## src/hw/ram_bridge_pkg.sv

```systemverilog
package ram_bridge_pkg;

	// **************************************************
	// bus and word widths.
	// **************************************************

	// host side byte address.
	localparam int axi_addr_width = 32;
	// one data word, host and ram side.
	localparam int data_width = 32;
	// word index on the ram port.
	localparam int word_addr_width = 26;

	typedef logic [axi_addr_width-1:0] axi_addr_t;
	typedef logic [data_width-1:0] data_t;
	typedef logic [word_addr_width-1:0] word_addr_t;

	// **************************************************
	// axi response codes.
	// **************************************************

	typedef logic [1:0] axi_resp_t;

	localparam axi_resp_t resp_okay = 2'b00;
	// slave error, used for out of range words.
	localparam axi_resp_t resp_slverr = 2'b10;

	// **************************************************
	// word sequencer states.
	// **************************************************

	// idle takes a request.
	// request waits for the ram and strobes.
	// wait_read collects word_q once busy drops.
	typedef enum logic [1:0] {
		seq_idle,
		seq_request,
		seq_wait_read
	} seq_state_t;

endpackage

```

## src/hw/ram_word_sequencer.sv

```systemverilog
`timescale 1ns/1ps

module ram_word_sequencer (
	input  logic                       clk_sys,
	input  logic                       reset_l,
	// high passes bytes through, low swaps inside each halfword.
	input  logic                       big_endian,
	// request side.
	input  logic                       req_valid,
	output logic                       req_ready,
	input  logic                       req_write,
	input  ram_bridge_pkg::word_addr_t req_addr,
	input  ram_bridge_pkg::data_t      req_wdata,
	output logic                       done,
	output ram_bridge_pkg::data_t      done_rdata,
	// word port.
	output logic                       word_rd,
	output logic                       word_wr,
	output ram_bridge_pkg::word_addr_t word_addr,
	output ram_bridge_pkg::data_t      word_data,
	input  ram_bridge_pkg::data_t      word_q,
	input  logic                       word_busy
);
	import ram_bridge_pkg::*;

	// exchange the two bytes of each 16 bit half.
	function automatic data_t swap_halves(input data_t d);
		return {d[23:16], d[31:24], d[7:0], d[15:8]};
	endfunction

	seq_state_t state;
	// pending access is a read.
	logic       is_read;

	logic  take_req;
	logic  ram_free;
	data_t wdata_view;
	data_t rdata_view;

	assign req_ready = (state == seq_idle);
	assign take_req  = req_valid & req_ready;
	// free once busy is low and no strobe is still on the port.
	assign ram_free  = ~word_busy & ~word_rd & ~word_wr;

	// same swap both ways.
	assign wdata_view = big_endian ? req_wdata : swap_halves(req_wdata);
	assign rdata_view = big_endian ? word_q : swap_halves(word_q);

	// **************************************************
	// state machine.
	// **************************************************

	always_ff @(posedge clk_sys or negedge reset_l) begin
		if (!reset_l) begin
			state   <= seq_idle;
			is_read <= 1'b0;
			word_rd <= 1'b0;
			word_wr <= 1'b0;
			done    <= 1'b0;
		end else begin
			// strobes and done are single cycle.
			word_rd <= 1'b0;
			word_wr <= 1'b0;
			done    <= 1'b0;
			case (state)
				seq_request: begin
					// wait until the ram has closed its busy window.
					if (ram_free) begin
						if (is_read) begin
							word_rd <= 1'b1;
							state   <= seq_wait_read;
						end else begin
							// write completes with its strobe.
							word_wr <= 1'b1;
							done    <= 1'b1;
							state   <= seq_idle;
						end
					end
				end
				seq_wait_read: begin
					// busy is up the cycle after the strobe.
					if (ram_free) begin
						done  <= 1'b1;
						state <= seq_idle;
					end
				end
				default: begin
					if (take_req) begin
						is_read <= ~req_write;
						state   <= seq_request;
					end
				end
			endcase
		end
	end

	// **************************************************
	// address and data.
	// **************************************************

	always_ff @(posedge clk_sys) begin
		// request captured in the host view swap.
		if (take_req) begin
			word_addr <= req_addr;
			word_data <= wdata_view;
		end
		// returned word swapped on the way back.
		if (state == seq_wait_read && ram_free) begin
			done_rdata <= rdata_view;
		end
	end

endmodule

```

## config.mk

```make
export PLATFORM = sky130hd
export DESIGN_NAME = ram_word_sequencer
export DESIGN_NICKNAME = d
export VERILOG_FILES = /design/src/hw/ram_bridge_pkg.sv /design/src/hw/ram_word_sequencer.sv
export SDC_FILE = /design/constraint.sdc
export NUM_CORES = 1
export LEC_CHECK = 0
export BUFFER_PORTS_ARGS = -buffer_cell sky130_fd_sc_hd__clkbuf_2
export CAP_MARGIN = 20
export CORE_ASPECT_RATIO = 1.1
export CORE_MARGIN = 2
export CORE_UTILIZATION = 25
export CTS_CLUSTER_DIAMETER = 30
export DETAILED_ROUTE_END_ITERATION = 6
export GPL_TIMING_DRIVEN = 1
export SETUP_SLACK_MARGIN = 0.3
export SYNTH_ARGS = -nofsm -noshare
export SYNTH_HDL_FRONTEND = slang
export SYNTH_SLANG_ARGS = --single-unit
```

## constraint.sdc

```tcl
create_clock -name clk_sys -period 5.1 [get_ports clk_sys]
set_clock_uncertainty 0.1 [all_clocks]
set_input_delay 0.51 -clock clk_sys [delete_from_list [all_inputs] [get_ports clk_sys]]
set_output_delay 0.51 -clock clk_sys [all_outputs]
set_load 0.03 [all_outputs]
```

== Word-level counts from Yosys, hierarchy flattened ==
Cells that the tools add are included.

* Word-level logic and storage cells: 41
* Register bits after elaboration: 96
* Output and inout port bits: 94
* Input bits: 96

* Mux-type cells: 15
* Reductions and logical operators: 6
* Bitwise logic cells: 8
* Equality and inequality tests: 4

{| class="wikitable"
|+ Operator list
! kind !! number
|-
| $mux 32 || 2
|-
| $mux 2 || 4
|-
| $mux 1 || 7
|-
| $not 1->1 || 5
|-
| $ne 2x2->1 const B || 2
|-
| $pmux 2 s2 || 1
|-
| $and 1x1->1 || 3
|-
| $reduce_and 3->1 || 1
|-
| $reduce_bool 3->1 || 1
|-
| $eq 2x1->1 const B || 1
|-
| $eq 2x2->1 const B || 1
|-
| $logic_not 2->1 || 1
|-
| $pmux 1 s2 || 1
|-
| $reduce_and 2->1 || 1
|-
| $reduce_or 2->1 || 1
|-
| $logic_and 1x1->1 || 1
|}

== Longest topological paths before layout ==
Gate-level depths: netlist of run 1.

* Depth in word-level cells: 5
* Gate-level depth with buffers: 5
* Depth with buffers taken out: 5

== Least setup slack after synthesis of run 1 ==
Ideal clock, no wire load.

* Path type: reg2reg
* From: register state[1]
* To: register word_addr[0] (enable)
* Clock period less this slack: 2.655 ns
* Arrival: 2.143 ns
* Cell stages (with the launch flop): 5
* Setup slack: 2.445 ns
* Library setup time: 0.412 ns
* Required time: 4.588 ns
* Cell sequence: dfrtp_1 inv_1 ha_1 nand2_1 inv_1

* Longest elaborated chain between the ends: 2

{| class="wikitable"
|+ Ends and longest elaborated chain
! what !! RTL line !! text
|-
| start, declared || ram_word_sequencer.sv:31 || <nowiki>seq_state_t state;</nowiki>
|-
| start signal, assigned || ram_word_sequencer.sv:55 || <nowiki>state <= seq_idle;</nowiki>
|-
| start signal, assigned || ram_word_sequencer.sv:71 || <nowiki>state <= seq_wait_read;</nowiki>
|-
| start signal, assigned || ram_word_sequencer.sv:76 || <nowiki>state <= seq_idle;</nowiki>
|-
| $logic_not 2->1 || ram_word_sequencer.sv:40 || <nowiki>assign req_ready = (state == seq_idle);</nowiki>
|-
| net req_ready || ram_word_sequencer.sv:10 || <nowiki>output logic req_ready,</nowiki>
|-
| $and 1x1->1 || ram_word_sequencer.sv:41 || <nowiki>assign take_req = req_valid & req_ready;</nowiki>
|-
| net take_req || ram_word_sequencer.sv:35 || <nowiki>logic take_req;</nowiki>
|-
| end signal, assigned || ram_word_sequencer.sv:104 || <nowiki>word_addr <= req_addr;</nowiki>
|-
| end, declared || ram_word_sequencer.sv:19 || <nowiki>output ram_bridge_pkg::word_addr_t word_addr,</nowiki>
|}

The timed path passes the listed nets, and every way through them passes these cells.
A chain may end at the register's enable or synchronous reset.

== Final worst setup path of run 1 ==
* From: register state[1]
* To: register word_data[0] (enable)

* Longest elaborated chain between the ends: 2

{| class="wikitable"
|+ Ends and longest elaborated chain
! what !! RTL line !! text
|-
| $logic_not 2->1 || ram_word_sequencer.sv:40 ||
|-
| $and 1x1->1 || ram_word_sequencer.sv:41 ||
|-
| net take_req || ram_word_sequencer.sv:35 ||
|-
| end signal, assigned || ram_word_sequencer.sv:105 || <nowiki>word_data <= wdata_view;</nowiki>
|-
| end, declared || ram_word_sequencer.sv:20 || <nowiki>output ram_bridge_pkg::data_t word_data,</nowiki>
|}

The timed path passes the listed nets, and every way through them passes these cells.

==> results of run 1 <==
[power by group through the flow]
stage          Sequential (mW)  Combinational, mW  Clock, mW
2_1_floorplan             1.29              0.172          0
3_3_place_gp              1.08              0.562          0
3_5_place_dp              1.08              0.575          0
4_1_cts                   1.06              0.576      0.706
5_1_grt                   1.07              0.608      0.735
6_report                  1.06              0.567      0.675
[synthesized netlist by cell type]
cell / count / area, um^2
nand4b_1: 1 / 8.76
nor2_1: 3 / 11.3
and2_1: 1 / 6.26
edfxtp_1: 90 / 2700
dfrtp_1: 6 / 150
nand2_1: 2 / 7.51
mux2i_1: 2 / 20.0
and3_1: 1 / 6.26
mux2_2: 64 / 721
nor2b_1: 1 / 6.26
buf_4: 6 / 45.0
nor3_1: 1 / 5.00
buf_2: 1 / 5.00
inv_1: 3 / 11.3
or3_4: 1 / 11.3
nand3_1: 3 / 15.0
o31ai_1: 1 / 7.51
o21ai_0: 2 / 10.0
ha_1: 3 / 37.5
[per-stage QoR]
| step | util, % | instance area (um^2) | setup slack [ns] | total power [mW] | hold WS [ns] |
|---|---|---|---|---|---|
| CTS | 35.2 | 5260 | 2.91 | 2.35 | 0.215 |
| floorplan | - | 3790 | 2.45 | 1.46 | 0.114 |
| detailed placement | 33.1 | 4950 | 2.92 | 1.66 | 0.246 |
| finish | 35.2 | 5260 | 2.95 | 2.30 | 0.236 |
| global route | 35.2 | 5260 | 2.80 | 2.42 | 0.217 |
| global placement | 33.1 | 4950 | 3.03 | 1.64 | 0.244 |
[path summary, 6_finish.rpt]
| path | cells after the start | endpoint |
|---|---|---|
| worst max-delay path | 5 | word_data[0] |
| worst min register to register | 1 | word_wr |
| worst min-delay path | 1 | word_addr[19] |
| max in group asynchronous | 2 | state[1] |
| worst max register to register | 5 | word_data[0] |
| min in group asynchronous | 2 | done |
[critical path, delay by kind of cell (launching register included)]
| kind | cells | cell delay [ns] |
|---|---|---|
| flip-flops | 1 | 0.43 |
| AND/OR/NAND/NOR | 1 | 0.13 |
| adder cells (fa/ha/maj) | 1 | 0.17 |
| buffers and inverters | 3 | 0.91 |
[routing by layer]
metal / vias to the layer above / part of all wire, % / wire (um)
li1: 1145 / - / -
met1: 1140 / 38 / 3180
met2: 129 / 48 / 4000
met3: 11 / 12 / 993
met4: 0 / 2.0 / 163
met5: - / 0 / 0
[cell type report]
type / count / area, um^2
diodes: 1 / 2.50
clock buffers: 11 / 233
clock inverters: 5 / 63.8
fillers: 1486 / 9680
inverters: 3 / 11.3
multi-input cells: 86 / 873
flip-flops and latches: 96 / 2850
well taps: 196 / 245
repair buffers: 193 / 978
[cell families after synthesis]
group / Yosys count
compound gates: 3
simple gates: 14
flops: 96
mux: 66
buf+inv: 10
fa+ha+maj: 3
[repair_timing]
action                    in CTS  in global routing
hold buffers                   1                  0
setup buffers                  0                  0
hold endpoints to repair       6                  0
[registers in the layout (all words and copies together) (netlist names)]
register and count:
word_wr 1, word_rd 1, is_read 1, word_data 32, state 2, done_rdata 32
done 1, word_addr 26
==> flow_metrics.tcl, run 1 <==
set metrics [dict create \
    start_kind "register" \
    drc_errors 0 \
    avgSynthCellArea_um2 19.7 \
    grt_busiest_layer "met2" \
    switching_share_pct 31.7 \
    grt.met1_usage_pct 10.7 \
    crit_path_end_kind "register" \
    yosysSeqAreaShare_pct 75.3 \
    gp_congestion 0.676 \
    path_cells "inv_1 -> ha_1 -> nand2_1 -> inv_2 -> buf_4" \
    hp-class "in -> reg" \
    worstReg2RegStart "state[1]" \
    crit_start "state[1]" \
    vias_per_cell 4.10 \
    worstSetupPathType "reg -> reg" \
    drv_slew 0 \
    met2_usage_pct 17.1 \
    yosysUniqueCellTypes 19 \
    power.density_nw_per_um2 438 \
    layout_common_cells "clkbuf_2, edfxtp_1, mux2_2, clkbuf_16, dfrtp_1" \
    synth_mux_area_share_pct 19.6 \
    grt_max_degree 65 \
    rows 47 \
    peakVddDrop_mv 0.137 \
    setup_tns_ns 0 \
    grt_use_met3_pct 5.91 \
    clockBufferDepth 2 \
    cp.required_ns 4.97 \
    numCtsBuffers 9 \
    reg2reg_slack_ns 2.95 \
    relSlewSlack_pct 45.9 \
    combPwrFrac_pct 24.6 \
    clock_sinks 96 \
    hpwl_um 6250 \
    fmax_mhz 466 \
    synth-seq-cells 96 \
    grt_pass1_wl_um 12900 \
    portBuffers 189 \
    worstSkewPairLatency_ns 0.34 \
    yosys_warnings 0 \
    dp.cells 573 \
    ant_nets 0 \
    area_growth_pct 38.9 \
    p_switching_uw 730 \
    setup_violations 0 \
    cts_resized 0 \
    leakage_nw 2.19 \
    sequentialPowerShare_pct 46.1 \
    synth-xor-area-share_pct 0 \
    drive_above_1_share_pct 69.0 \
    initial_core_util_pct 25.4 \
    overflow 0 \
    postRouteWirelength_um 8340 \
    grt_usage_pct 10.4 \
    internal_power_mw 1.57 \
    finalCritPeriodShare_pct 42.1 \
    synth-simple-area-share_pct 2.05 \
    h-tree-depth 3 \
    hold_viol 0 \
    dr.pass1.iters 4 \
    synthesis.area_um2 3790 \
    arrival_ns 2.02 \
    clockRootBuffer "clkbuf_16" \
    synth_compound_area_share_pct 0.463 \
    rsz0062_at_grt "false" \
    routedWlPerCell_um 14.1 \
    vias 2425 \
    critPathSlowestCell "buf_4" \
    fin_cells 591 \
    power.share.clock_pct 29.3 \
    syn_nets 291 \
    final_common_cell "clkbuf_2" \
    synth_top_family_by_area "multiplexers" \
    hp-start "req_addr[19]" \
    grt_pass1_vias 2611 \
    io_pins 190 \
    drt_iter0_drc 86 \
    tightest_slew_ns 0.812 \
    die_x_um 121 \
    max_stage_delay_ns 0.53 \
    core-area_um2 14900 \
    cp_max_fo 45 \
    path_clk_slew_ns 0.07 \
    maxCapViolCount 0 \
    die_area_um2 16200 \
    layout_min_cycle_time_ns 2.15 \
    status "complete, no violations" \
    cts_tree "yes" \
    antenna_found_initial 2 \
    synthAdderAreaFrac_pct 0.991 \
    num-nets-final 488 \
    die_y_um 133 \
    synth_cells 192 \
]
Power figures use the tool's default switching activity.
==> run 2: changes to the inputs <==
clock period = 1.9 ns   (was 5.1 ns; I/O delays follow)
==> run 2 against run 1 <==
Net effect:
- global-route usage hardly changed
- via count is 6.1% higher
- setup slack worse by 2.6 ns
- maximum frequency is 42% higher
- utilization is 2.5 points higher
- total power grew to 2.7 times the previous value
- cell count is 5.1% higher
- critical endpoint is now word_data[23]
- largest power group unchanged
- highest routed layer unchanged
==> flow_metrics.tcl, run 2 (same netlist as run 1, synthesis figures left out) <==
set metrics [dict create \
    cp_max_fo 29 \
    dr.pass1.iters 4 \
    core-area_um2 14900 \
    die_x_um 121 \
    drc_errors 0 \
    maxCapViolCount 0 \
    worstSetupPathType "reg -> reg" \
    final_common_cell "clkbuf_2" \
    power.density_nw_per_um2 1120 \
    crit_path_end_kind "register" \
    initial_core_util_pct 25.4 \
    arrival_ns 1.45 \
    numCtsBuffers 9 \
    tightest_slew_ns 0.361 \
    layout_min_cycle_time_ns 1.51 \
    grt_pass1_wl_um 12900 \
    cp.required_ns 1.84 \
    clock_sinks 96 \
    postCtsSetupBuffers 0 \
    die_area_um2 16200 \
    hp-class "in -> reg" \
    routedWlPerCell_um 14.1 \
    ant_nets 0 \
    rr_endpoint "word_data[23]" \
    cts_tree "yes" \
    area_growth_pct 48.9 \
    placed_cell_area_um2 5000 \
    n_antenna_cell 0 \
    grt_max_degree 65 \
    grt_pass1_vias 2630 \
    num-nets-final 519 \
    gp_congestion 0.706 \
    finalCritPeriodShare_pct 79.6 \
    fmax_mhz 661 \
    die_y_um 133 \
    overflow 0 \
    vias_per_cell 4.14 \
    relSlewSlack_pct 76.0 \
    hp-start "req_valid" \
    clockBufferDepth 2 \
    hold_viol 0 \
    final_cell_area_um2 5640 \
    layout_common_cells "clkbuf_2, edfxtp_1, mux2_2, dlygate4sd3_1, clkbuf_16" \
    reg2reg_slack_ns 0.39 \
    antenna_found_initial 0 \
    drive_above_1_share_pct 67.3 \
    drv_slew 0 \
    vias 2573 \
    rows 47 \
    h-tree-depth 3 \
    path_clk_slew_ns 0.07 \
    leakage_nw 2.33 \
    clockRootBuffer "clkbuf_16" \
    portBuffers 189 \
    top_regs "done_rdata: 32 flops, word_data: 32 flops, word_addr: 26 flops" \
    peakVddDrop_mv 0.475 \
    hold_depth 3 \
    hpwl_um 6110 \
    worstSkewPairLatency_ns 0.34 \
    start_kind "register" \
    path_cells "inv_2 -> ha_4 -> nand2_4 -> clkinvlp_4 -> buf_16" \
    status "complete, no violations" \
    postRouteWirelength_um 8750 \
    rsz0062_at_grt "true" \
    io_pins 190 \
    critPathSlowestCell "dfrtp_2" \
    max_stage_delay_ns 0.44 \
    grt_usage_pct 10.4 \
    worstReg2RegStart "state[1]" \
    holdPathEnd "is_read" \
    post-route-util_pct 37.8 \
    drt_iter0_drc 123 \
    setup_violations 0 \
    r2r_cells 5 \
]
-- run 2: timing repair --
| item | 4_1_cts | 5_1_grt |
|---|---|---|
| hold endpoints to repair | 33 | 0 |
| setup endpoints to repair | 32 | 92 |
| pin swaps | 0 | 0 |
| resized for setup | 1 | 6 |
| gates cloned | 1 | 4 |
| hold buffers | 28 | 0 |
-- run 2: per-layer routing --
metal / wire length [um] / GRT usage (%)
met4: 143 / 5.17
met5: 0 / 0
met2: 4560 / 17.9
met1: 3420 / 11.7
met3: 616 / 3.00
-- run 2: stage by stage --
stage / hold WS, ns / cells / total power, mW / TNS (ns) / setup slack (ns)
2_1_floorplan: -0.206 / 192 / 3.98 / -8.67 / -0.149
3_3_place_gp: -0.0732 / 572 / 4.48 / 0 / 0.279
3_5_place_dp: -0.0669 / 572 / 4.51 / 0 / 0.208
4_1_cts: 0.0387 / 617 / 6.31 / 0 / 0.271
5_1_grt: 0.0459 / 621 / 6.61 / 0 / 0.302
6_report: 0.0488 / 621 / 6.30 / 0 / 0.387
-- run 2: layout make-up --
cell class / count / area, um^2
timing repair buffer: 221 / 1310
clock buffer: 10 / 229
tap: 196 / 245
inverter: 3 / 15.0
clock inverter: 6 / 50.0
sequential: 96 / 2850
multi-input combinational: 89 / 936
fill: 1452 / 9300
-- run 2: worst max-delay path: cells and delay by family, from the launching register on --
family                   cells  cell delay (ns)
buffers and inverters        3             0.45
flip-flops                   1             0.44
adder cells (fa/ha/maj)      1             0.14
AND/OR/NAND/NOR              1             0.06
-- run 2: worst max-delay path by stage --
stage               startpoint              to  depth (start not counted)
detailed placement    state[0]  done_rdata[21]                          3
CTS                   state[0]        state[0]                          5
global route          state[0]        state[0]                          5
finish                state[1]   word_data[23]                          5
floorplan             state[1]    word_addr[0]                          4
global placement      state[0]   done_rdata[0]                          3
-- run 2: report_power, final --
group	internal, mW	switching [mW]	leakage [nW]
clock	0.904	0.801	0.130
sequential	2.74	0.117	0.907
combinational	0.601	1.14	1.29
total	4.24	2.06	2.33
