## src/hw/ram_bridge_pkg.sv

```systemverilog
package ram_bridge_pkg;

	// **************************************************
	// bus and word widths.
	// **************************************************

	// host side byte address.
	localparam int axi_addr_width = 32;
	// one data word, host and ram side.
	localparam int data_width = 32;
	// word index on the ram port.
	localparam int word_addr_width = 26;

	typedef logic [axi_addr_width-1:0] axi_addr_t;
	typedef logic [data_width-1:0] data_t;
	typedef logic [word_addr_width-1:0] word_addr_t;

	// **************************************************
	// axi response codes.
	// **************************************************

	typedef logic [1:0] axi_resp_t;

	localparam axi_resp_t resp_okay = 2'b00;
	// slave error, used for out of range words.
	localparam axi_resp_t resp_slverr = 2'b10;

	// **************************************************
	// word sequencer states.
	// **************************************************

	// idle takes a request.
	// request waits for the ram and strobes.
	// wait_read collects word_q once busy drops.
	typedef enum logic [1:0] {
		seq_idle,
		seq_request,
		seq_wait_read
	} seq_state_t;

endpackage

```

## src/hw/axil_host_port.sv

```systemverilog
`timescale 1ns/1ps

module axil_host_port #(
	parameter int mem_depth_log2 = 10
) (
	input  logic                       clk_sys,
	input  logic                       reset_l,
	// write address.
	input  logic                       awvalid,
	output logic                       awready,
	input  ram_bridge_pkg::axi_addr_t  awaddr,
	// write data.
	input  logic                       wvalid,
	output logic                       wready,
	input  ram_bridge_pkg::data_t      wdata,
	// write response.
	output logic                       bvalid,
	input  logic                       bready,
	output ram_bridge_pkg::axi_resp_t  bresp,
	// read address.
	input  logic                       arvalid,
	output logic                       arready,
	input  ram_bridge_pkg::axi_addr_t  araddr,
	// read data.
	output logic                       rvalid,
	input  logic                       rready,
	output ram_bridge_pkg::data_t      rdata,
	output ram_bridge_pkg::axi_resp_t  rresp,
	// request to the word sequencer.
	output logic                       req_valid,
	input  logic                       req_ready,
	output logic                       req_write,
	output ram_bridge_pkg::word_addr_t req_addr,
	output ram_bridge_pkg::data_t      req_wdata,
	input  logic                       done,
	input  ram_bridge_pkg::data_t      done_rdata
);
	import ram_bridge_pkg::*;

	// index above the ram depth means out of range.
	function automatic logic out_of_range(input axi_addr_t addr);
		axi_addr_t index;
		index = addr >> 2;
		return (index >> mem_depth_log2) != '0;
	endfunction

	// drop the byte lane bits.
	function automatic word_addr_t to_word(input axi_addr_t addr);
		return addr[word_addr_width+1:2];
	endfunction

	// **************************************************
	// holding registers and grant.
	// **************************************************

	logic      ready_en;
	logic      aw_held;
	logic      w_held;
	logic      ar_held;
	axi_addr_t aw_addr_q;
	data_t     w_data_q;
	axi_addr_t ar_addr_q;
	// write wins a tie while set.
	logic      prio_wr;
	// request handed over, waiting for done.
	logic      inflight;

	logic wr_pend;
	logic rd_pend;
	logic wr_oor;
	logic rd_oor;
	logic can_grant;
	logic grant_wr;
	logic grant_rd;
	logic issue_wr;
	logic issue_rd;
	logic seq_done;

	// readies held low until the first edge out of reset.
	assign awready = ready_en & ~aw_held;
	assign wready  = ready_en & ~w_held;
	assign arready = ready_en & ~ar_held & ~rvalid;

	assign wr_pend = aw_held & w_held;
	assign rd_pend = ar_held;
	assign wr_oor  = out_of_range(aw_addr_q);
	assign rd_oor  = out_of_range(ar_addr_q);

	// one access at a time, nothing new while a response waits.
	assign can_grant = ready_en & ~req_valid & ~inflight & ~bvalid & ~rvalid;
	assign grant_wr  = can_grant & wr_pend & (~rd_pend | prio_wr);
	assign grant_rd  = can_grant & rd_pend & (~wr_pend | ~prio_wr);
	// in range grants go to the sequencer.
	assign issue_wr  = grant_wr & ~wr_oor;
	assign issue_rd  = grant_rd & ~rd_oor;
	assign seq_done  = inflight & done;

	always_ff @(posedge clk_sys or negedge reset_l) begin
		if (!reset_l) begin
			ready_en  <= 1'b0;
			aw_held   <= 1'b0;
			w_held    <= 1'b0;
			ar_held   <= 1'b0;
			prio_wr   <= 1'b1;
			req_valid <= 1'b0;
			req_write <= 1'b0;
			inflight  <= 1'b0;
			bvalid    <= 1'b0;
			rvalid    <= 1'b0;
		end else begin
			ready_en <= 1'b1;
			// channels captured on their own.
			if (awvalid && awready) begin
				aw_held <= 1'b1;
			end else if (grant_wr) begin
				aw_held <= 1'b0;
			end
			if (wvalid && wready) begin
				w_held <= 1'b1;
			end else if (grant_wr) begin
				w_held <= 1'b0;
			end
			if (arvalid && arready) begin
				ar_held <= 1'b1;
			end else if (grant_rd) begin
				ar_held <= 1'b0;
			end
			// alternate after every grant.
			if (grant_wr || grant_rd) begin
				prio_wr <= ~prio_wr;
			end
			if (req_valid && req_ready) begin
				req_valid <= 1'b0;
			end else if (issue_wr || issue_rd) begin
				req_valid <= 1'b1;
				req_write <= issue_wr;
			end
			if (issue_wr || issue_rd) begin
				inflight <= 1'b1;
			end else if (seq_done) begin
				inflight <= 1'b0;
			end
			// responses hold until taken.
			if (bvalid && bready) begin
				bvalid <= 1'b0;
			end else if ((grant_wr && wr_oor) || (seq_done && req_write)) begin
				bvalid <= 1'b1;
			end
			if (rvalid && rready) begin
				rvalid <= 1'b0;
			end else if ((grant_rd && rd_oor) || (seq_done && !req_write)) begin
				rvalid <= 1'b1;
			end
		end
	end

	// **************************************************
	// payload.
	// **************************************************

	always_ff @(posedge clk_sys) begin
		if (awvalid && awready) begin
			aw_addr_q <= awaddr;
		end
		if (wvalid && wready) begin
			w_data_q <= wdata;
		end
		if (arvalid && arready) begin
			ar_addr_q <= araddr;
		end
		if (grant_wr) begin
			req_addr  <= to_word(aw_addr_q);
			req_wdata <= w_data_q;
		end else if (grant_rd) begin
			req_addr <= to_word(ar_addr_q);
		end
		if (grant_wr && wr_oor) begin
			bresp <= resp_slverr;
		end else if (seq_done && req_write) begin
			bresp <= resp_okay;
		end
		// out of range reads give zero data.
		if (grant_rd && rd_oor) begin
			rresp <= resp_slverr;
			rdata <= '0;
		end else if (seq_done && !req_write) begin
			rresp <= resp_okay;
			rdata <= done_rdata;
		end
	end

endmodule

```

## config.mk

```make
export PLATFORM = sky130hd
export DESIGN_NAME = axil_host_port
export DESIGN_NICKNAME = d
export VERILOG_FILES = /design/src/hw/ram_bridge_pkg.sv /design/src/hw/axil_host_port.sv
export SDC_FILE = /design/constraint.sdc
export NUM_CORES = 1
export LEC_CHECK = 0
export BUFFER_PORTS_ARGS = -buffer_cell sky130_fd_sc_hd__buf_2
export CORE_MARGIN = 8
export CORE_UTILIZATION = 35
export DETAILED_ROUTE_END_ITERATION = 16
export PLACE_DENSITY = 0.68
export SYNTH_ARGS = -nofsm -noshare
export SYNTH_HDL_FRONTEND = slang
export SYNTH_SLANG_ARGS = --single-unit
```

## constraint.sdc

```tcl
create_clock -name clk_sys -period 3.65 [get_ports clk_sys]
set_input_delay 0.1825 -clock clk_sys [delete_from_list [all_inputs] [get_ports clk_sys]]
set_output_delay 0.1825 -clock clk_sys [all_outputs]
set_load 0.02 [all_outputs]
```

== Yosys cells after proc, flatten, opt, wreduce, memory -nomap -nowiden ==
Cells that the tools add are included.
Cells by class
  bitwise gates (word level): 30
  muxes and demuxes: 15
  reduce and logical (&&, ||, !) cells: 26
Operators by type and width (number)
  32-bit nonzero test: 2
  26-bit 2-to-1 mux: 2
  1-bit bitwise AND: 16
  2-bit nonzero test: 8
  1-bit 2-to-1 mux: 13
  1-bit inverter: 12
  1-bit logical AND: 10
  1-bit logical OR: 4
  1-bit bitwise OR: 2
  2-bit AND reduction: 1
  1-bit zero test: 1
Word-level totals
  flip-flop bits (word level): 198
  logic and storage cells: 89

== Logic depth before layout (Yosys ltp) ==
Gate-level depths: netlist (run 1).
  depth after elaboration: 11
  gate-level depth with buffers: 6
  gate-level depth less buffers: 4

== Least setup slack after synthesis (run 1) ==
No wires, ideal clock.
  path kind: reg-to-reg
  from: register bvalid
  to: register req_addr[0] (enable)
  library setup time: 0.446 ns
  path buffers: 0
  data required time: 3.204 ns
  stages on the path, launching flop included: 3
  setup slack: 0.190 ns
  arrival: 3.014 ns
  path through: dfrtp_1 -> or4b_4 -> nor3_1
Between the ends
  word-level cells in the longest chain between the ends: 6
  elaborated cells on any way between the ends: 8
Ends and longest elaborated chain
  from (decl): line axil_host_port.sv:17  | output logic bvalid,
  from (signal assigned): line axil_host_port.sv:108  | bvalid <= 1'b0;
  from (signal assigned): line axil_host_port.sv:145  | bvalid <= 1'b0;
  from (signal assigned): line axil_host_port.sv:147  | bvalid <= 1'b1;
  1-bit inverter (*): line axil_host_port.sv:90  | assign can_grant = ready_en & ~req_valid & ~inflight & ~bvalid & ~rvalid;
  1-bit bitwise AND (*) (2 in series): line axil_host_port.sv:90
  1-bit bitwise AND, on equally long branches (2 in series): line axil_host_port.sv:91, axil_host_port.sv:92
  2-bit nonzero test (no line) (*)
  to (signal assigned): line axil_host_port.sv:172  | req_addr <= to_word(aw_addr_q);
  to (signal assigned): line axil_host_port.sv:175  | req_addr <= to_word(ar_addr_q);
  to (decl): line axil_host_port.sv:33  | output ram_bridge_pkg::word_addr_t req_addr,
Mark *: on every way between the ends. The rest lies on a longest branch, timed or not.
A chain may end at the register's enable or synchronous reset.

== Worst setup path after layout (run 1) ==
  from: register bvalid
  to: register w_held
Between the ends
  word-level cells in the longest chain between the ends: 6
Ends and longest elaborated chain
  1-bit inverter: line axil_host_port.sv:90
  1-bit bitwise AND (2 in series): line axil_host_port.sv:90
  1-bit bitwise AND (2 in series): line axil_host_port.sv:91  | assign grant_wr = can_grant & wr_pend & (~rd_pend | prio_wr);
  2-bit nonzero test (no line)
  to (signal assigned): line axil_host_port.sv:102  | w_held <= 1'b0;
  to (signal assigned): line axil_host_port.sv:119  | w_held <= 1'b1;
  to (signal assigned): line axil_host_port.sv:121  | w_held <= 1'b0;
  to (decl): line axil_host_port.sv:58  | logic w_held;
No other way between the ends.

==> impl_metrics.env, run 1 <==
export IMPL_synth_top_cells_by_area="edfxtp_1 68%, dfxtp_1 10%, mux2_2 4.4%"
export IMPL_die_w_um=153.1
export IMPL_worst_pin_slew_ns=1.233
export IMPL_dp_hpwl_mm=11.31
export IMPL_rr_startpoint="bvalid"
export IMPL_antenna_found_initial=1
export IMPL_power_density_nw_per_um2=583.4
export IMPL_hold_class="in -> reg"
export IMPL_fillers=1454
export IMPL_yosysWarnings=0
export IMPL_drive_above_1_share=0.3990
export IMPL_grt_max_degree=35
export IMPL_worstSkewPairLatency_ns=0.42
export IMPL_cts_resized=0
export IMPL_r2r_cells=6
export IMPL_crit_path_end_kind="register"
export IMPL_drtAntennaViolNets=0
export IMPL_slew_headroom=0.1772
export IMPL_crit_start="bvalid"
export IMPL_p_leak_uw=0.003898
export IMPL_synth_cells=385
export IMPL_synth_seq_cells=194
export IMPL_synth_most_common_cell="edfxtp_1"
export IMPL_syn_area_um2=6581
export IMPL_cts_root_buf="clkbuf_16"
export IMPL_finalSetupViolCount=0
export IMPL_wl_per_cell_um=17.59
export IMPL_slew_viol_final=0
export IMPL_cts_tree="yes"
export IMPL_die_area_um2=23450
export IMPL_clock_path_buffers=2
export IMPL_synth_common_cells="150 x edfxtp_1, 69 x nand2_1, 34 x dfxtp_1"
export IMPL_core_area_um2=18580
export IMPL_slowest_delay_ns=0.58
export IMPL_holdCritStartpoint="done_rdata[18]"
export IMPL_path_common_cell="buf_4"
export IMPL_grt_usage=0.1489
export IMPL_htree_levels=4
export IMPL_layout_min_cycle_time_ns=2.605
export IMPL_seq_area_frac_synth=0.8260
export IMPL_crit_chain="or4b_4, a2111oi_4, buf_4, buf_4, inv_1, a21o_1"
export IMPL_dr_pass1_iters=5
export IMPL_synth_edf_count=150
export IMPL_numPortBuffers=231
export IMPL_post_place_ws_ns=1.024
export IMPL_r2r_end="w_held"
export IMPL_detail_route_iter0_violations=206
export IMPL_overflow=0
export IMPL_crit_slowest_cell="or4b_4"
export IMPL_path_delay_family="buffers and inverters"
export IMPL_worstSetupPathType="reg -> reg"
export IMPL_rows=50
export IMPL_num_vias=4554
export IMPL_synth_avg_cell_area_um2=17.09
export IMPL_ir_drop_uv=298.0
export IMPL_worst_path_buf_inv=3
export IMPL_grt_pass1_vias=5091
export IMPL_path_clk_slew_ns=0.07
export IMPL_hold_viol=0
export IMPL_rsz0062_at_grt="no"
export IMPL_cts_buffers=17
export IMPL_min_delay_path_depth=3
export IMPL_synth_ff_type="edfxtp_1"
export IMPL_drv_cap=0
export IMPL_initial_utilization=0.3542
export IMPL_period_share=0.7137
export IMPL_r2r_slack_ns=1.04
export IMPL_synth_top_area_share=0.6844
export IMPL_async_flop_share=0.05155
export IMPL_clock_sinks=194
export IMPL_drc_errors=0
export IMPL_die_h_um=153.1
export IMPL_crit_fanout=33
export IMPL_clock_skew_ns=0.01160
export IMPL_nNetsFinal=886
export IMPL_status="complete, no violations"
export IMPL_fin_tns_setup_ns=0
export IMPL_num_io_pins=238
export IMPL_gp_congestion=0.7448
export IMPL_area_delta_synth_final_pct=49.58
export IMPL_vias_per_cell=4.568
export IMPL_worstPathRequired_ns=3.96
export IMPL_start_kind="register"
export IMPL_setup_ws_ns=1.045
export IMPL_cp_arrival_ns=2.91
export IMPL_synth_top_area_cell="edfxtp_1"
export IMPL_synth_cell_type_count=37
export IMPL_drt_total_wl_mm=17.54
export IMPL_fmax_mhz=383.9
export IMPL_min_to="rdata[18]"
export IMPL_grt_pass1_wl_mm=27.28
==> through the flow <==
stage               std cells  area (um^2)  power, uW    util  hold slack (ns)
finish                    997         9844       5743  0.5298          0.02094
global route              997         9844       5996  0.5298          0.01828
detailed placement        843         8011       3788  0.4312          0.05401
global placement          843         8011       3755  0.4312          0.04901
CTS                       996         9842       5816  0.5297        0.0004514
floorplan                 386         6585       3415       -          -0.1131
==> how the worst max path moves through the flow <==
stage                     depth (start not counted)          end
final                                             6       w_held
after global routing                              6       w_held
after detailed placement                          6       w_held
after CTS                                         6       w_held
after floorplan                                   2  req_addr[0]
after global placement                            6       w_held
==> worst reg2reg max path, cell delays in order (launching register included) <==
cell and delay, ns:
dfrtp_1 0.42, or4b_4 0.58, a2111oi_4 0.28, buf_4 0.43, buf_4 0.47, inv_1 0.13, a21o_1 0.19
==> sequential cells by signal (all words and copies together) (netlist names), 26 cells and up <==
name       count
rdata         32
aw_addr_q     30
req_wdata     32
req_addr      26
ar_addr_q     30
w_data_q      32
==> cells in the final DEF, fill, tap and decap left out, drive strengths merged, types with 3 or more instances in the layout <==
| cell | Yosys | final |
|---|---|---|
| dlygate4sd3 | 0 | 121 |
| a21o | 4 | 4 |
| mux2 | 26 | 26 |
| nand3 | 5 | 5 |
| a21oi | 34 | 34 |
| nand2 | 69 | 69 |
| clkbuf | 7 | 18 |
| buf | 8 | 238 |
| inv | 2 | 9 |
| and2 | 3 | 3 |
| clkinv | 0 | 3 |
| edfxtp | 150 | 150 |
| dfrtp | 9 | 9 |
| nor4 | 8 | 8 |
| dfxtp | 34 | 34 |
| conb | 2 | 3 |
==> cells by family after synthesis <==
| family | count (synthesis) | share of synthesized area |
|---|---|---|
| AOI/OAI and AO/OA | 44 | 0.04240 |
| other | 2 | 0.001141 |
| DFF | 194 | 0.8260 |
| xor gates and xnor gates | 1 | 0.001331 |
| buffers and inverters | 17 | 0.01369 |
| and+or+nand+nor | 101 | 0.07091 |
| muxes | 26 | 0.04449 |
==> per-layer routing <==
layer | vias up | GRT usage | share of wire
li1 | 2145 | - | -
met1 | 2167 | 0.1584 | 0.38
met2 | 198 | 0.2654 | 0.51
met3 | 44 | 0.04624 | 0.070
met4 | 0 | 0.06975 | 0.034
met5 | - | 0 | 0
==> where the power goes <==
group	leakage [uW]	switching (uW)	internal, uW
clock network	0.000295	858	1050
registers	0.00177	116	2730
logic	0.00183	599	387
total	0.00390	1570	4170
==> area by class of cell <==
| type | instances | area, um^2 | share of cell area |
|---|---|---|---|
| Sequential cell | 194 | 5436 | 0.5522 |
| Timing Repair Buffer | 359 | 2420 | 0.2458 |
| Multi-Input combinational cell | 175 | 1066 | 0.1083 |
| Clock buffer | 18 | 429.2 | 0.04359 |
| Tap cell | 234 | 292.8 | 0.02974 |
| Clock inverter | 14 | 190.2 | 0.01932 |
| Inverter | 2 | 7.507 | 0.0007626 |
| Antenna cell | 1 | 2.502 | 0.0002542 |
==> timing repair <==
action,4_1_cts,5_1_grt
hold buffers,121,0
hold endpoints to repair,130,0
setup buffers,0,0
(Power assumes the default switching activity.)
==> run 2: changes to the inputs <==
Clock period 3.65 ns to 2.7 ns, I/O delays scaled along.
==> run 2 against run 1 <==
Compared with the run above: flip-flop and latch count did not move; critical endpoint is now req_addr[13]; via count is 1.3% higher; core utilization rose by 0.61 points; final cell count up 1.1%; hold slack improved by 0.0044 ns; largest power group unchanged; worst setup slack worse by 0.66 ns; sequential share of layout area fell by 0.62 points; count of clock-buffer cells in the layout is 1 lower; clock skew barely moved.
==> impl_metrics.env, run 2 (synthesis gave the netlist of run 1 again) <==
export IMPL_status="complete, no violations"
export IMPL_initial_utilization=0.3542
export IMPL_cts_resized=0
export IMPL_drc_errors=0
export IMPL_min_to="bresp[1]"
export IMPL_seqPwrFrac=0.495
export IMPL_num_io_pins=238
export IMPL_top_regs="rdata: 32 flops, req_wdata: 32 flops, w_data_q: 32 flops"
export IMPL_r2r_cells=4
export IMPL_slew_viol_final=0
export IMPL_slew_headroom=0.5883
export IMPL_drive_above_1_share=0.3982
export IMPL_clock_sinks=194
export IMPL_final_cell_mix="231 x buf_2, 150 x edfxtp_1, 128 x dlygate4sd3_1"
export IMPL_clock_skew_ns=0.01150
export IMPL_ctsHoldBuffers=128
export IMPL_crit_chain="or4b_4, a2111oi_4, buf_12, mux2_2"
export IMPL_p_leak_uw=0.003945
export IMPL_switching_share=0.2819
export IMPL_worstPathRequired_ns=2.88
export IMPL_die_w_um=153.1
export IMPL_period_share=0.8592
export IMPL_cts_tree="yes"
export IMPL_path_clk_slew_ns=0.07
export IMPL_drt_total_wl_mm=17.71
export IMPL_rr_startpoint="bvalid"
export IMPL_cp_num_cells=4
export IMPL_grt_pass1_wl_mm=27.61
export IMPL_crit_slowest_cell="or4b_4"
export IMPL_core_area_um2=18580
export IMPL_num_vias=4612
export IMPL_slowest_delay_ns=0.60
export IMPL_worstSetupPathType="reg -> reg"
export IMPL_grt_max_degree=35
export IMPL_drtAntennaViolNets=0
export IMPL_power_density_nw_per_um2=781.3
export IMPL_finalSetupViolCount=0
export IMPL_rows=50
export IMPL_cp_arrival_ns=2.50
export IMPL_dr_pass1_iters=4
export IMPL_numPortBuffers=231
export IMPL_detail_route_iter0_violations=201
export IMPL_clock_path_buffers=2
export IMPL_place_area_um2=8058
export IMPL_hold_viol=0
export IMPL_worst_pin_slew_ns=0.6175
export IMPL_drv_cap=0
export IMPL_cellInternalPower_uw=5586
export IMPL_overflow=0
export IMPL_layout_min_cycle_time_ns=2.320
export IMPL_cts_setup_buffers=0
export IMPL_wl_per_cell_um=17.57
export IMPL_gp_congestion=0.7630
export IMPL_worst_path_buf_inv=1
export IMPL_crit_path_end_kind="register"
export IMPL_hold_class="in -> reg"
export IMPL_grt_usage=0.1510
export IMPL_vias_per_cell=4.575
export IMPL_holdCritStartpoint="done"
export IMPL_htree_levels=4
export IMPL_dp_hpwl_mm=11.50
export IMPL_final_common_cell="buf_2"
export IMPL_die_area_um2=23450
export IMPL_r2r_end="req_addr[13]"
export IMPL_fmax_mhz=431.1
export IMPL_min_delay_path_depth=4
export IMPL_ir_drop_uv=482.7
export IMPL_nNetsFinal=895
export IMPL_cts_root_buf="clkbuf_16"
export IMPL_worstSkewPairLatency_ns=0.43
export IMPL_rsz0062_at_grt="no"
export IMPL_pwr_share_clk=0.328
export IMPL_cts_buffers=17
export IMPL_grt_pass1_vias=5103
export IMPL_comb_power_share=0.177
export IMPL_path_delay_family="simple AND/OR/NAND/NOR gates"
export IMPL_final_cell_area_um2=9957
export IMPL_die_h_um=153.1
export IMPL_crit_fanout=26
export IMPL_r2r_slack_ns=0.38
export IMPL_p_switching_uw=2193
export IMPL_fin_tns_setup_ns=0
export IMPL_antenna_found_initial=2
export IMPL_area_delta_synth_final_pct=51.29
export IMPL_start_kind="register"
-- run 2: per-layer routing --
metal,GRT usage,routed length (um),vias to the layer above
li1,-,-,2167
met1,0.1559,6782,2228
met3,0.05328,1200,38
met5,0,0,-
met4,0.06786,558,0
met2,0.2711,9172,179
-- run 2: per-stage QoR --
step / total power (uW) / setup WS [ns] / hold WS [ns] / cells / util
2_1_floorplan: 4617 / 0.08801 / -0.1606 / 386 / -
3_3_place_gp: 5117 / 0.4035 / 0.0005997 / 845 / 0.4337
3_5_place_dp: 5157 / 0.3861 / 0.01245 / 845 / 0.4337
4_1_cts: 7858 / 0.3715 / 0.002912 / 1005 / 0.5355
5_1_grt: 8108 / 0.3015 / 0.03174 / 1008 / 0.5359
6_report: 7779 / 0.3801 / 0.02529 / 1008 / 0.5359
-- run 2: worst register-to-register path: stages (launching register included) --
cell       delay (ns)
dfrtp_1          0.41
or4b_4           0.60
a2111oi_4        0.44
buf_12           0.24
mux2_2           0.38
-- run 2: power groups by stage --
stage	Clock, uW	Combinational [uW]	Sequential [uW]
2_1_floorplan	0	483	4130
3_3_place_gp	0	1220	3900
3_5_place_dp	0	1240	3910
4_1_cts	2610	1390	3850
5_1_grt	2740	1480	3890
6_report	2550	1380	3850
-- run 2: cell type report --
cell class / count / area, um^2
Clock inverter: 15 / 185.2
Inverter: 2 / 7.507
Multi-Input combinational cell: 175 / 1072
Sequential cell: 194 / 5436
Fill cell: 1458 / 8623
Antenna cell: 3 / 7.507
Clock buffer: 17 / 425.4
Tap cell: 234 / 292.8
Timing Repair Buffer: 368 / 2530
-- run 2: how the worst max path moves through the flow --
| stage | slack, ns | startpoint | endpoint |
|---|---|---|---|
| after global placement | 0.40 | bvalid | req_addr[6] |
| after floorplan | 0.09 | bvalid | req_addr[0] |
| after detailed placement | 0.39 | bvalid | req_addr[1] |
| after CTS | 0.37 | bvalid | req_addr[20] |
| final | 0.38 | bvalid | req_addr[13] |
| after global routing | 0.30 | bvalid | req_addr[24] |
